--- config.mk ---
export PLATFORM = sky130hd
export DESIGN_NAME = wrTranCtrl
export DESIGN_NICKNAME = d
export VERILOG_FILES = /design/src/common/dmaDescPkg.sv /design/src/common/wrCtrlPkg.sv /design/src/hw/wrSequencer/wrSequencer.sv /design/src/hw/burstLimit.sv /design/src/hw/wrLaunch.sv /design/src/hw/wrTranCtrl.sv
export VERILOG_INCLUDE_DIRS = /design/src /design/src/common
export SDC_FILE = /design/constraint.sdc
export NUM_CORES = 1
export LEC_CHECK = 0
export ABC_CLOCK_PERIOD_IN_PS = 7300
export BUFFER_PORTS_ARGS = -buffer_cell sky130_fd_sc_hd__buf_2
export CAP_MARGIN = 20
export CORE_UTILIZATION = 40
export CTS_BUF_LIST = sky130_fd_sc_hd__clkbuf_16
export CTS_CLUSTER_DIAMETER = 200
export DETAILED_ROUTE_END_ITERATION = 10
export HOLD_SLACK_MARGIN = 0.15
export PLACE_DENSITY = 0.87
export REMOVE_ABC_BUFFERS = 1
export SLEW_MARGIN = 10
export SYNTH_ARGS = -nofsm -noshare
export SYNTH_HDL_FRONTEND = slang
export SYNTH_HIERARCHICAL = 1
export SYNTH_SLANG_ARGS = --single-unit
--- constraint.sdc ---
create_clock -name clock -period 7.3 [get_ports clock]
set_input_delay 0 -clock clock [delete_from_list [all_inputs] [get_ports clock]]
set_output_delay 0 -clock clock [all_outputs]
set_load 0.02 [all_outputs]
--- src/common/wrTranCtrl_cfg.svh ---
/*
 * Write-transfer controller configuration
 * Field widths and the AXI burst-length limit of each priority level
 */
`ifndef WRTRANCTRL_CFG_SVH
`define WRTRANCTRL_CFG_SVH

// Field widths
`define ADDR_WIDTH          32
`define TRAN_SIZE_WIDTH     23
// One read never crosses 4 KB
`define AXI_TRAN_SIZE_WIDTH 13
`define NUM_BEATS_WIDTH     8

// One-hot priority levels
`define NUM_PRI_LVLS        8

// Burst-length limit per priority, highest priority first
`define PRI0_BEATS          255
`define PRI1_BEATS          127
`define PRI2_BEATS          63
`define PRI3_BEATS          31
`define PRI4_BEATS          15
`define PRI5_BEATS          7
`define PRI6_BEATS          3
`define PRI7_BEATS          0

`endif

--- src/common/dmaDescPkg.sv ---
/*
 * DMA descriptor types
 * Fields of a queued descriptor as seen by the write side
 */
`default_nettype none

`include "wrTranCtrl_cfg.svh"

package dmaDescPkg;

    // Byte address on the AXI bus
    typedef logic [`ADDR_WIDTH-1:0] addrT;

    // Byte count of a whole descriptor
    typedef logic [`TRAN_SIZE_WIDTH-1:0] tranSizeT;

    // Byte count of one read, at most 4 KB
    typedef logic [`AXI_TRAN_SIZE_WIDTH-1:0] axiTranSizeT;

    // AXI data-width code
    typedef logic [2:0] dataWidthT;

    // One bit per priority level, bit 0 is the highest
    typedef logic [`NUM_PRI_LVLS-1:0] priLvlT;

    // Destination operation, the write types go to the AXI master as they are
    typedef enum logic [1:0]
    {
        DST_NOP   = 2'd0,
        DST_INCR  = 2'd1,
        DST_FIXED = 2'd2,
        DST_RSVD  = 2'd3
    } dstOpT;

endpackage

`default_nettype wire

--- src/common/wrCtrlPkg.sv ---
/*
 * Write controller types
 * Burst-length limit and the descriptor sequencer states
 */
`default_nettype none

`include "wrTranCtrl_cfg.svh"

package wrCtrlPkg;

    // Maximum beats of one AXI burst
    typedef logic [`NUM_BEATS_WIDTH-1:0] numBeatsT;

    // One-hot state encoding
    typedef enum logic [8:0]
    {
        IDLE               = 9'b000000001,
        WAIT_STR_DONE      = 9'b000000010,
        WAIT_DMA_DONE      = 9'b000000100,
        WAIT_STR_DONE_ACK  = 9'b000001000,
        WAIT_STR_ERROR_ACK = 9'b000010000,
        WAIT_DONE_ACK      = 9'b000100000,
        WAIT_ERROR_ACK     = 9'b001000000,
        WAIT_STR_FETCH     = 9'b010000000,
        WAIT_NOP_ACK       = 9'b100000000
    } wrStateT;

endpackage

`default_nettype wire

--- src/hw/wrSequencer/wrSequencer.sv ---
/*
 * Write descriptor sequencer
 * Picks the no-op, stream or memory-write path for the queued descriptor,
 * fetches the stream valid bit and holds the result flags until acked
 */
`timescale 1ns/1ps
`default_nettype none

module wrSequencer
    import dmaDescPkg::*;
    import wrCtrlPkg::*;
(
    input  logic  clock,
    input  logic  resetn,

    input  logic  reqInQueue,
    input  dstOpT dstOp,
    input  logic  strDscrptr,
    input  logic  dataValid,
    input  addrT  extDscrptrAddr,
    input  logic  rdSizeValid,

    input  logic  wrTranDone,
    input  logic  wrTranError,
    input  logic  strWrTranDone,
    input  logic  strWrTranError,
    input  logic  strFetchAck,
    input  logic  strDataValid,

    input  logic  wrDoneAck,
    input  logic  wrErrorAck,
    input  logic  strWrDoneAck,
    input  logic  strWrErrorAck,
    input  logic  noOpDstAck,

    output logic  launchDma,
    output logic  launchStream,
    output logic  strFetchRdy,
    output addrT  strFetchAddr,
    output logic  strDataNReady,
    output logic  noOpDst,
    output logic  wrDone,
    output logic  wrError,
    output logic  strWrDone,
    output logic  strWrError
);

    wrStateT currState;
    wrStateT nextState;

    // Next values of the registered outputs
    logic noOpDstNext;
    logic wrDoneNext;
    logic wrErrorNext;
    logic strWrDoneNext;
    logic strWrErrorNext;
    logic strDataNReadyNext;

    //////////////////////////////////////////////////
    // State register
    //////////////////////////////////////////////////
    always_ff @(posedge clock or negedge resetn)
    begin
        if (!resetn)
            currState <= IDLE;
        else
            currState <= nextState;
    end

    //////////////////////////////////////////////////
    // Next state, launch strobes and fetch request
    //////////////////////////////////////////////////
    always_comb
    begin
        nextState         = currState;
        launchDma         = 1'b0;
        launchStream      = 1'b0;
        strFetchRdy       = 1'b0;
        strFetchAddr      = '0;
        noOpDstNext       = 1'b0;
        wrDoneNext        = 1'b0;
        wrErrorNext       = 1'b0;
        strWrDoneNext     = 1'b0;
        strWrErrorNext    = 1'b0;
        strDataNReadyNext = 1'b0;

        case (currState)
            IDLE:
            begin
                if (reqInQueue)
                begin
                    if (dstOp == DST_NOP)
                    begin
                        noOpDstNext = 1'b1;
                        nextState   = WAIT_NOP_ACK;
                    end
                    else if (strDscrptr)
                    begin
                        if (dataValid)
                        begin
                            launchStream = 1'b1;
                            nextState    = WAIT_STR_DONE;
                        end
                        else
                        begin
                            // Valid bit lives in the external descriptor
                            strFetchRdy  = 1'b1;
                            strFetchAddr = extDscrptrAddr;
                            nextState    = WAIT_STR_FETCH;
                        end
                    end
                    else if (rdSizeValid)
                    begin
                        // Write size is known only once the read side reports it
                        launchDma = 1'b1;
                        nextState = WAIT_DMA_DONE;
                    end
                end
            end

            WAIT_STR_FETCH:
            begin
                if (strFetchAck)
                begin
                    if (strDataValid)
                    begin
                        launchStream = 1'b1;
                        nextState    = WAIT_STR_DONE;
                    end
                    else
                    begin
                        strDataNReadyNext = 1'b1;
                        nextState         = IDLE;
                    end
                end
                else
                begin
                    strFetchRdy  = 1'b1;
                    strFetchAddr = extDscrptrAddr;
                end
            end

            WAIT_NOP_ACK:
            begin
                if (noOpDstAck)
                    nextState = IDLE;
                else
                    noOpDstNext = 1'b1;
            end

            WAIT_STR_DONE:
            begin
                if (strWrTranDone)
                begin
                    strWrDoneNext = 1'b1;
                    nextState     = WAIT_STR_DONE_ACK;
                end
                else if (strWrTranError)
                begin
                    strWrErrorNext = 1'b1;
                    nextState      = WAIT_STR_ERROR_ACK;
                end
            end

            WAIT_DMA_DONE:
            begin
                if (wrTranDone)
                begin
                    wrDoneNext = 1'b1;
                    nextState  = WAIT_DONE_ACK;
                end
                else if (wrTranError)
                begin
                    wrErrorNext = 1'b1;
                    nextState   = WAIT_ERROR_ACK;
                end
            end

            // Flags stay up until the interrupt block acks them
            WAIT_STR_DONE_ACK:
            begin
                if (strWrDoneAck)
                    nextState = IDLE;
                else
                    strWrDoneNext = 1'b1;
            end

            WAIT_STR_ERROR_ACK:
            begin
                if (strWrErrorAck)
                    nextState = IDLE;
                else
                    strWrErrorNext = 1'b1;
            end

            WAIT_DONE_ACK:
            begin
                if (wrDoneAck)
                    nextState = IDLE;
                else
                    wrDoneNext = 1'b1;
            end

            WAIT_ERROR_ACK:
            begin
                if (wrErrorAck)
                    nextState = IDLE;
                else
                    wrErrorNext = 1'b1;
            end

            default:
            begin
                nextState = IDLE;
            end
        endcase
    end

    // Status flags and not-ready pulse
    always_ff @(posedge clock or negedge resetn)
    begin
        if (!resetn)
        begin
            noOpDst       <= 1'b0;
            wrDone        <= 1'b0;
            wrError       <= 1'b0;
            strWrDone     <= 1'b0;
            strWrError    <= 1'b0;
            strDataNReady <= 1'b0;
        end
        else
        begin
            noOpDst       <= noOpDstNext;
            wrDone        <= wrDoneNext;
            wrError       <= wrErrorNext;
            strWrDone     <= strWrDoneNext;
            strWrError    <= strWrErrorNext;
            strDataNReady <= strDataNReadyNext;
        end
    end

endmodule

`default_nettype wire

--- src/hw/burstLimit.sv ---
/*
 * Burst-length limiter
 * Maps the descriptor priority to an AXI burst-length limit and holds
 * it from one launch to the next
 */
`timescale 1ns/1ps
`default_nettype none

`include "wrTranCtrl_cfg.svh"

module burstLimit
    import dmaDescPkg::*;
    import wrCtrlPkg::*;
(
    input  logic     clock,
    input  logic     resetn,
    input  logic     launchDma,
    input  logic     launchStream,
    input  priLvlT   priLvl,
    output numBeatsT dstMaxAXINumBeats
);

    localparam numBeatsT BEAT_TABLE [`NUM_PRI_LVLS] = '{
        `PRI0_BEATS, `PRI1_BEATS, `PRI2_BEATS, `PRI3_BEATS,
        `PRI4_BEATS, `PRI5_BEATS, `PRI6_BEATS, `PRI7_BEATS
    };

    numBeatsT priBeats;

    // Anything but a single set bit falls to the lowest priority
    always_comb
    begin
        priBeats = BEAT_TABLE[`NUM_PRI_LVLS-1];
        for (int lvl = 0; lvl < `NUM_PRI_LVLS; lvl++)
        begin
            if (priLvl == (priLvlT'(1) << lvl))
                priBeats = BEAT_TABLE[lvl];
        end
    end

    // Streams always run at the top priority limit
    always_ff @(posedge clock or negedge resetn)
    begin
        if (!resetn)
            dstMaxAXINumBeats <= '0;
        else if (launchStream)
            dstMaxAXINumBeats <= BEAT_TABLE[0];
        else if (launchDma)
            dstMaxAXINumBeats <= priBeats;
    end

endmodule

`default_nettype wire

--- src/hw/wrLaunch.sv ---
/*
 * Write launch register
 * Captures the launch fields for the AXI master for one cycle
 * on a memory-write or stream strobe
 */
`timescale 1ns/1ps
`default_nettype none

`include "wrTranCtrl_cfg.svh"

module wrLaunch
    import dmaDescPkg::*;
(
    input  logic        clock,
    input  logic        resetn,
    input  logic        launchDma,
    input  logic        launchStream,
    input  tranSizeT    numOfBytes,
    input  axiTranSizeT rdSize,
    input  addrT        dstAddr,
    input  dstOpT       dstOp,
    input  dataWidthT   srcDataWidth,
    input  dataWidthT   dstDataWidth,

    output logic        strtAXIWrTran,
    output addrT        dstStrtAddr,
    output dstOpT       dstAXITranType,
    output dataWidthT   dstAXIDataWidth,
    output dataWidthT   srcAXIDataWidth,
    output tranSizeT    numOfBytesInRd,
    output logic        dstStrDscrptr
);

    // Read size padded up to a descriptor byte count
    tranSizeT rdSizeExt;

    assign rdSizeExt = {{(`TRAN_SIZE_WIDTH - `AXI_TRAN_SIZE_WIDTH){1'b0}}, rdSize};

    //////////////////////////////////////////////////
    // Launch fields, valid only in the launch cycle
    //////////////////////////////////////////////////
    always_ff @(posedge clock or negedge resetn)
    begin
        if (!resetn)
        begin
            strtAXIWrTran   <= 1'b0;
            dstStrtAddr     <= '0;
            dstAXITranType  <= DST_NOP;
            dstAXIDataWidth <= '0;
            srcAXIDataWidth <= '0;
            numOfBytesInRd  <= '0;
            dstStrDscrptr   <= 1'b0;
        end
        else if (launchDma)
        begin
            strtAXIWrTran   <= 1'b1;
            dstStrtAddr     <= dstAddr;
            dstAXITranType  <= dstOp;
            dstAXIDataWidth <= dstDataWidth;
            // Source width tells the master how many cache bytes are valid
            srcAXIDataWidth <= srcDataWidth;
            numOfBytesInRd  <= rdSizeExt;
            dstStrDscrptr   <= 1'b0;
        end
        else if (launchStream)
        begin
            // Stream writes the whole descriptor, widths are not used
            strtAXIWrTran   <= 1'b1;
            dstStrtAddr     <= dstAddr;
            dstAXITranType  <= dstOp;
            dstAXIDataWidth <= '0;
            srcAXIDataWidth <= '0;
            numOfBytesInRd  <= numOfBytes;
            dstStrDscrptr   <= 1'b1;
        end
        else
        begin
            strtAXIWrTran   <= 1'b0;
            dstStrtAddr     <= '0;
            dstAXITranType  <= DST_NOP;
            dstAXIDataWidth <= '0;
            srcAXIDataWidth <= '0;
            numOfBytesInRd  <= '0;
            dstStrDscrptr   <= 1'b0;
        end
    end

endmodule

`default_nettype wire

--- src/hw/wrTranCtrl.sv ---
/*
 * Write-transfer controller of the DMA engine
 * Takes one queued descriptor at a time and launches its AXI write,
 * a stream-valid fetch or a no-op notification
 */
`timescale 1ns/1ps
`default_nettype none

module wrTranCtrl
    import dmaDescPkg::*;
    import wrCtrlPkg::*;
(
    input  logic        clock,
    input  logic        resetn,

    // Descriptor queue
    input  logic        reqInQueue,
    input  tranSizeT    numOfBytes,
    input  logic        strDscrptr,
    input  logic        dataValid,
    input  priLvlT      priLvl,
    input  dataWidthT   srcDataWidth,
    input  dstOpT       dstOp,
    input  dataWidthT   dstDataWidth,
    input  addrT        dstAddr,
    input  addrT        extDscrptrAddr,

    // Read-size register
    input  logic        rdSizeValid,
    input  axiTranSizeT rdSize,

    // AXI master results
    input  logic        wrTranDone,
    input  logic        wrTranError,
    input  logic        strWrTranDone,
    input  logic        strWrTranError,
    input  logic        strFetchAck,
    input  logic        strDataValid,

    // Interrupt block acks
    input  logic        wrDoneAck,
    input  logic        wrErrorAck,
    input  logic        strWrDoneAck,
    input  logic        strWrErrorAck,
    input  logic        noOpDstAck,

    // Status flags
    output logic        wrDone,
    output logic        wrError,
    output logic        strWrDone,
    output logic        strWrError,
    output logic        noOpDst,

    // Write launch toward the AXI master
    output numBeatsT    dstMaxAXINumBeats,
    output logic        dstStrDscrptr,
    output tranSizeT    numOfBytesInRd,
    output logic        strtAXIWrTran,
    output dstOpT       dstAXITranType,
    output dataWidthT   dstAXIDataWidth,
    output addrT        dstStrtAddr,
    output dataWidthT   srcAXIDataWidth,
    output logic        strFetchRdy,
    output addrT        strFetchAddr,

    output logic        strDataNReady
);

    // Launch strobes from the sequencer, never both high
    logic launchDma;
    logic launchStream;

    wrSequencer uSequencer (.*);

    wrLaunch uLaunch (.*);

    burstLimit uBurstLimit (.*);

endmodule

`default_nettype wire

==> results of run 1 <==
-- kinds of logic after synthesis --
| family | count (synthesis) | share of synthesized area [%] |
|---|---|---|
| simple gates | 139 | 24.4 |
| flops | 87 | 59.6 |
| compound gates | 52 | 11.0 |
| buf+inv | 20 | 3.80 |
| xor+xnor | 5 | 1.20 |
-- cell type report --
class,instances,area (µm²)
timing repair buffer,362,2420
fill,599,2340
sequential,87,2180
multi-input combinational,196,1340
clock buffer,9,225
tap,108,135
clock inverter,7,104
inverter,6,22.5
-- Yosys cell counts (all sizes together), types with 2 or more instances --
| cell | n |
|---|---|
| and2 | 48 |
| nand3 | 3 |
| nor2b | 38 |
| a21oi | 9 |
| o21ai | 8 |
| xnor2 | 2 |
| nand4b | 2 |
| buf | 14 |
| nand4 | 2 |
| nor4 | 3 |
| o32ai | 3 |
| nor2 | 13 |
| nand2 | 9 |
| inv | 6 |
| a31oi | 2 |
| xor2 | 3 |
| dfrtp | 86 |
| o31ai | 5 |
| nor4b | 2 |
| nor3 | 5 |
| nor3b | 7 |
| a22o | 14 |
| nand2b | 3 |
| a32o | 2 |
| a211oi | 2 |
-- cells in the final DEF, fill, tap and decap left out, drive strengths merged, types with 2 or more instances in the layout --
cell         instances
nor3b                7
nor2b               38
a211oi               2
nor2                13
nand4b               2
nand2b               3
a22o                14
a21oi                9
dlygate4sd3        115
dfrtp               86
xor2                 3
xnor2                2
buf                247
nor4                 3
a31oi                2
o21ai                8
nand2                9
nor4b                2
nand3                3
inv                  9
clkinv               2
a32o                 2
bufinv               2
o32ai                3
o31ai                5
and2                48
nand4                2
clkbuf               9
nor3                 5
-- power groups by stage --
stage	Clock, µW	Combinational, µW	Sequential, µW
2_1_floorplan	0	136	640
3_3_place_gp	0	340	573
3_5_place_dp	0	347	577
4_1_cts	509	418	568
5_1_grt	525	456	574
6_report	496	424	570
-- how the worst max path moves through the flow --
stage	from	endpoint	cells after the start
after floorplan	uSequencer/currState[3]$_DFFE_PN0P_	uBurstLimit/dstMaxAXINumBeats[1]$_DFFE_PN0P_	7
after global placement	uSequencer/currState[3]$_DFFE_PN0P_	uBurstLimit/dstMaxAXINumBeats[1]$_DFFE_PN0P_	8
after detailed placement	uSequencer/currState[3]$_DFFE_PN0P_	uBurstLimit/dstMaxAXINumBeats[1]$_DFFE_PN0P_	8
after CTS	uSequencer/currState[3]$_DFFE_PN0P_	uBurstLimit/dstMaxAXINumBeats[1]$_DFFE_PN0P_	10
after global routing	uSequencer/currState[3]$_DFFE_PN0P_	uBurstLimit/dstMaxAXINumBeats[1]$_DFFE_PN0P_	10
final	uSequencer/currState[3]$_DFFE_PN0P_	uBurstLimit/dstMaxAXINumBeats[1]$_DFFE_PN0P_	10
-- metrics by stage --
step | setup slack [ns] | instances | util, % | cell area [µm²]
finish | 3.25 | 775 | 73.3 | 6430
global route | 2.97 | 775 | 73.3 | 6430
CTS | 3.22 | 774 | 73.0 | 6400
detailed placement | 4.31 | 643 | 56.1 | 4920
global placement | 4.43 | 643 | 56.1 | 4920
floorplan | 3.08 | 289 | - | 3540
-- state kept, by name (all words and copies together) (netlist names) --
signal,flops
uLaunch/dstAXIDataWidth,3
uSequencer/noOpDst,1
uLaunch/srcAXIDataWidth,3
uSequencer/strWrDone,1
uLaunch/dstStrtAddr,32
uLaunch/dstAXITranType,2
uLaunch/dstStrDscrptr,1
uSequencer/currState,9
uLaunch/strtAXIWrTran,1
uSequencer/wrError,1
uSequencer/wrDone,1
uSequencer/strWrError,1
uBurstLimit/dstMaxAXINumBeats,7
uSequencer/strDataNReady,1
uLaunch/numOfBytesInRd,23
-- routing by layer --
metal / part of all wire [%] / vias to the layer above / GRT usage [%]
li1: - / 1752 / -
met1: 35 / 1735 / 25.5
met2: 55 / 199 / 48.5
met3: 6.0 / 39 / 4.82
met4: 4.3 / 0 / 14.0
met5: 0 / - / 0
==> flow_summary.json, run 1 <==
{
  "status": "completed",
  "crit_family": "buffers and inverters",
  "finalHoldViolCount": 0,
  "worst-path-buf-inv": 3,
  "start_kind": "flop",
  "hold_class": "primary input to asynchronous set/reset pin",
  "fin_tns_setup_ns": 0,
  "synthCells": 303,
  "pwr-share-seq_pct": 38.2,
  "grt_pass1_vias": 3940,
  "worstPathMaxFanout": 22,
  "fin_hold_ws_ns": 0.147,
  "synth_edf_count": 0,
  "end_kind": "flop",
  "hpwl_um": 7420,
  "rsz0062_at_grt": "no",
  "irDropWorstVdd_mv": 0.117,
  "yosysWarnings": 6,
  "synth-seq-cells": 87,
  "clockRootBuffer": "clkbuf_16",
  "drive_above_1_share_pct": 41.1,
  "synth_cell_types": 47,
  "grt_pass1_wl_um": 18700,
  "skew_ns": 0.00820,
  "cp.required_ns": 7.56,
  "drv_cap": 0,
  "avgViaCountPerCell": 4.81,
  "fin_crit_sh_pct": 55.4,
  "async_flop_share_pct": 100,
  "ant_nets": 0,
  "p_switching_uw": 452,
  "fmax_mhz": 247,
  "routed_wl_um": 12000,
  "r2r.worst_path.cells": 10,
  "clkTransAtPathRegs_ns": 0.07,
  "drtIter0Drc": 128,
  "post_cts_hold_buffer_count": 115,
  "synthTopCellsByArea": "dfrtp_1 (59%), and2_1 (8.2%), nor2b_1 (6.3%)",
  "dieArea_um2": 9520,
  "yosys.area.top_type": "dfrtp_1",
  "intPower_uw": 1040,
  "rows": 34,
  "critPathSlowestCell": "dlygate4sd3_1",
  "antenna_cells": 0,
  "r2r_end": "uBurstLimit/dstMaxAXINumBeats[1]$_DFFE_PN0P_",
  "fin_crit_ns": 4.05,
  "clockBufferDepth": 2,
  "cts_tree": "built",
  "syn_area_um2": 3650,
  "power.density_nw_per_um2": 232,
  "path_common_cell": "dlygate4sd3_1",
  "tightest_slew_ns": 0.790,
  "wl_per_cell_um": 15.5,
  "p_clk_share_pct": 33.3,
  "rrSetupSlack_ns": 3.25,
  "fp.dieW_um": 97.6,
  "gp_congestion": 0.838,
  "clk_latency_ns": 0.33,
  "slew_headroom_pct": 47.4,
  "grt_usage_pct": 25.4,
  "dr.pass1.iters": 4,
  "worstSetupPathType": "flop to flop",
  "num-nets-final": 795,
  "setup_viol": 0,
  "cpPeakStageDelay_ns": 0.60,
  "vias": 3725,
  "synth_seq_area_share_pct": 59.6,
  "power.total_uw": 1490,
  "drv_slew": 0,
  "worstPathArrival_ns": 4.31,
  "grt_antenna_before_repair": 0,
  "ctsResizeCount": 0,
  "power_frac_comb_pct": 28.5,
  "syn2layout_area_growth_pct": 75.8,
  "path_cells": "nor4_4 -> nand4_4 -> nor4b_2 -> buf_4 -> nor3b_4 -> dlygate4sd3_1 -> nand2_1 -> o311a_1 -> o41ai_1 -> dlygate4sd3_1",
  "syn_avg_cell_area_um2": 12.1,
  "power.leakage_uw": 0.00350,
  "coreArea_um2": 8760,
  "initial_core_util_pct": 41.7,
  "drc": 0,
  "pin_count": 245,
  "cts_htree_levels": 3,
  "synthFlopType": "dfrtp_1",
  "post_cts_buffers": 0,
  "swShare_pct": 30.4,
  "cts_sinks": 87,
  "r2r-start": "uSequencer/currState[3]$_DFFE_PN0P_",
  "overflow": 0,
  "yosysTopAreaCellShare_pct": 58.9,
  "cts_buffers": 9,
  "io_buffers": 244,
  "die_h_um": 97.6,
  "grt_start_max_net_pins": 88
}
(Power assumes the default switching activity.)
==> inputs of run 2 (changes only) <==
--- a/config.mk
+++ b/config.mk
@@ -6,10 +6,10 @@
 export SDC_FILE = /design/constraint.sdc
 export NUM_CORES = 1
 export LEC_CHECK = 0
-export ABC_CLOCK_PERIOD_IN_PS = 7300
+export ABC_CLOCK_PERIOD_IN_PS = 3200
 export BUFFER_PORTS_ARGS = -buffer_cell sky130_fd_sc_hd__buf_2
 export CAP_MARGIN = 20
-export CORE_UTILIZATION = 40
+export CORE_UTILIZATION = 38
 export CTS_BUF_LIST = sky130_fd_sc_hd__clkbuf_16
 export CTS_CLUSTER_DIAMETER = 200
 export DETAILED_ROUTE_END_ITERATION = 10
==> constraint.sdc (replaced) <==
create_clock -name clock -period 3.2 [get_ports clock]
set_input_delay 0 -clock clock [delete_from_list [all_inputs] [get_ports clock]]
set_output_delay 0 -clock clock [all_outputs]
set_load 0.02 [all_outputs]
==> run 2 against run 1 <==
Fmax grew 32%. Non-clock buffer count is the same. Via count grew 1.8%. Sequential power grew 130%. Die area grew 5.2%. Sequential share of layout area grew 0.17 points. Critical endpoint is now uLaunch/numOfBytesInRd[11]$_DFF_PN0_. Largest power group unchanged.
==> flow_summary.json, run 2 (same netlist as run 1, synthesis figures left out) <==
{
  "regArea_um2": 2180,
  "fin_tns_setup_ns": 0,
  "worstPathArrival_ns": 3.33,
  "drv_slew": 0,
  "path_common_cell": "a22o_1",
  "avgViaCountPerCell": 4.77,
  "worstSetupPathType": "flop to flop",
  "rows": 35,
  "worst-path-buf-inv": 1,
  "cts_htree_levels": 3,
  "critPathSlowestCell": "dlygate4sd3_1",
  "multi_input_area_um2": 1350,
  "dieArea_um2": 10000,
  "setup_viol": 0,
  "start_kind": "flop",
  "most-common-layout-cells": "buf_2 (243), dlygate4sd3_1 (110), dfrtp_1 (86), and2_1 (48), nor2b_1 (37)",
  "end_kind": "flop",
  "cts_buffers": 9,
  "status": "completed",
  "intPower_uw": 2210,
  "cpPeakStageDelay_ns": 0.57,
  "antenna_cells": 0,
  "cp.required_ns": 3.46,
  "final_util_pct": 68.9,
  "irDropWorstVdd_mv": 0.243,
  "cts_sinks": 87,
  "final_common_cell": "buf_2",
  "drc": 0,
  "pin_count": 245,
  "hpwl_um": 7540,
  "largest_reg_flops": 32,
  "gp_congestion": 0.886,
  "power.density_nw_per_um2": 508,
  "worstPathMaxFanout": 24,
  "cts_tree": "built",
  "fin_crit_sh_pct": 95.9,
  "largest-register": "uLaunch/dstStrtAddr",
  "vias": 3793,
  "fp.dieW_um": 100,
  "routed_wl_um": 12300,
  "skew_ns": 0.00748,
  "clk_latency_ns": 0.33,
  "drv_cap": 0,
  "fin_crit_ns": 3.07,
  "num-nets-final": 795,
  "power_frac_comb_pct": 30.7,
  "placed_area_um2": 4960,
  "overflow": 0,
  "wl_per_cell_um": 15.5,
  "drive_above_1_share_pct": 41.8,
  "pwr-share-seq_pct": 40.0,
  "clkTransAtPathRegs_ns": 0.06,
  "fillers": 691,
  "p_clk_share_pct": 29.3,
  "crit_family": "simple AND/OR/NAND/NOR gates",
  "path_cells": "nor4_4 -> nand4_4 -> nor2_1 -> a22o_1 -> nor2b_4 -> a22o_1 -> dlygate4sd3_1",
  "ant_nets": 0,
  "reg.largest.list": "uLaunch/dstStrtAddr (32), uLaunch/numOfBytesInRd (23), uSequencer/currState (9)",
  "clockBufferDepth": 2,
  "grt_usage_pct": 24.1,
  "io_buffers": 244,
  "p_switching_uw": 1040,
  "tightest_slew_ns": 0.828,
  "initial_core_util_pct": 39.4,
  "grt_pass1_wl_um": 18500,
  "finalHoldViolCount": 0,
  "hold_class": "primary input to asynchronous set/reset pin",
  "syn2layout_area_growth_pct": 75.0,
  "slew_headroom_pct": 44.8,
  "grt_pass1_vias": 3927,
  "die_h_um": 100,
  "grt_antenna_before_repair": 0,
  "grt_start_max_net_pins": 88,
  "power.leakage_uw": 0.00346,
  "dr.pass1.iters": 4,
  "coreArea_um2": 9280,
  "clockRootBuffer": "clkbuf_16",
  "fin_area_um2": 6390,
  "swShare_pct": 32.0,
  "fmax_mhz": 326,
  "drtIter0Drc": 124
}
-- run 2: cell count changes in the layout (fill, tap and decap cells not counted), moves of 2 or more --
cell           previous run  this run
dlygate4sd3_1           115       110
clkinvlp_4                0         2
bufinv_16                 2         0
inv_8                     2         0
clkinv_2                  0         2
buf_4                     3         7
-- run 2: power by group through the flow --
stage	Clock [µW]	Sequential (µW)	Combinational (µW)
floorplan	0	1460	310
global placement	0	1310	788
detailed placement	0	1320	807
CTS	973	1300	958
global route	1010	1310	1080
finish	952	1300	998
-- run 2: path summary, 6_finish.rpt --
path | to | cells past startpoint | start | slack (ns)
setup / recovery | uLaunch/numOfBytesInRd[11]$_DFF_PN0_ | 7 | uSequencer/currState[1]$_DFFE_PN0P_ | 0.13
hold / removal | uLaunch/dstStrtAddr[21]$_DFF_PN0_ | 2 | resetn | 0.13
setup reg to reg | uLaunch/numOfBytesInRd[11]$_DFF_PN0_ | 7 | uSequencer/currState[1]$_DFFE_PN0P_ | 0.13
hold reg to reg | uBurstLimit/dstMaxAXINumBeats[6]$_DFFE_PN0P_ | 2 | uBurstLimit/dstMaxAXINumBeats[6]$_DFFE_PN0P_ | 0.52
max in group asynchronous | uBurstLimit/dstMaxAXINumBeats[3]$_DFFE_PN0P_ | 3 | resetn | 2.46
min in group clock | uSequencer/currState[5]$_DFFE_PN0P_ | 4 | wrDoneAck | 0.20
-- run 2: cell type report --
class                      instances  share of cell area (%)
clock buffer                       9                    3.52
clock inverter                     7                   0.724
inverter                           6                   0.352
multi-input combinational        196                    21.2
sequential                        87                    34.1
tap                              129                    2.52
timing repair buffer             362                    37.7
-- run 2: what timing repair did --
item | 4_1_cts | 5_1_grt
buffers inserted | 0 | 3
gates resized for setup | 0 | 2
hold buffers | 110 | 0
endpoints found under the hold margin | 170 | 0
setup endpoints to repair | 0 | 2
-- run 2: metal layers --
metal	track usage, %	routed length (µm)
met4	12.8	455
met5	0	0
met1	24.3	4370
met3	4.25	841
met2	46.8	6670
-- run 2: through the flow --
stage	total power [µW]	hold WS (ns)	std cells	setup slack [ns]
5_1_grt	3400	0.165	796	-0.0216
2_1_floorplan	1770	-0.296	289	-1.02
4_1_cts	3230	0.160	792	0.0699
3_3_place_gp	2100	0.212	666	0.787
3_5_place_dp	2120	0.210	666	0.650
6_report	3250	0.134	796	0.130
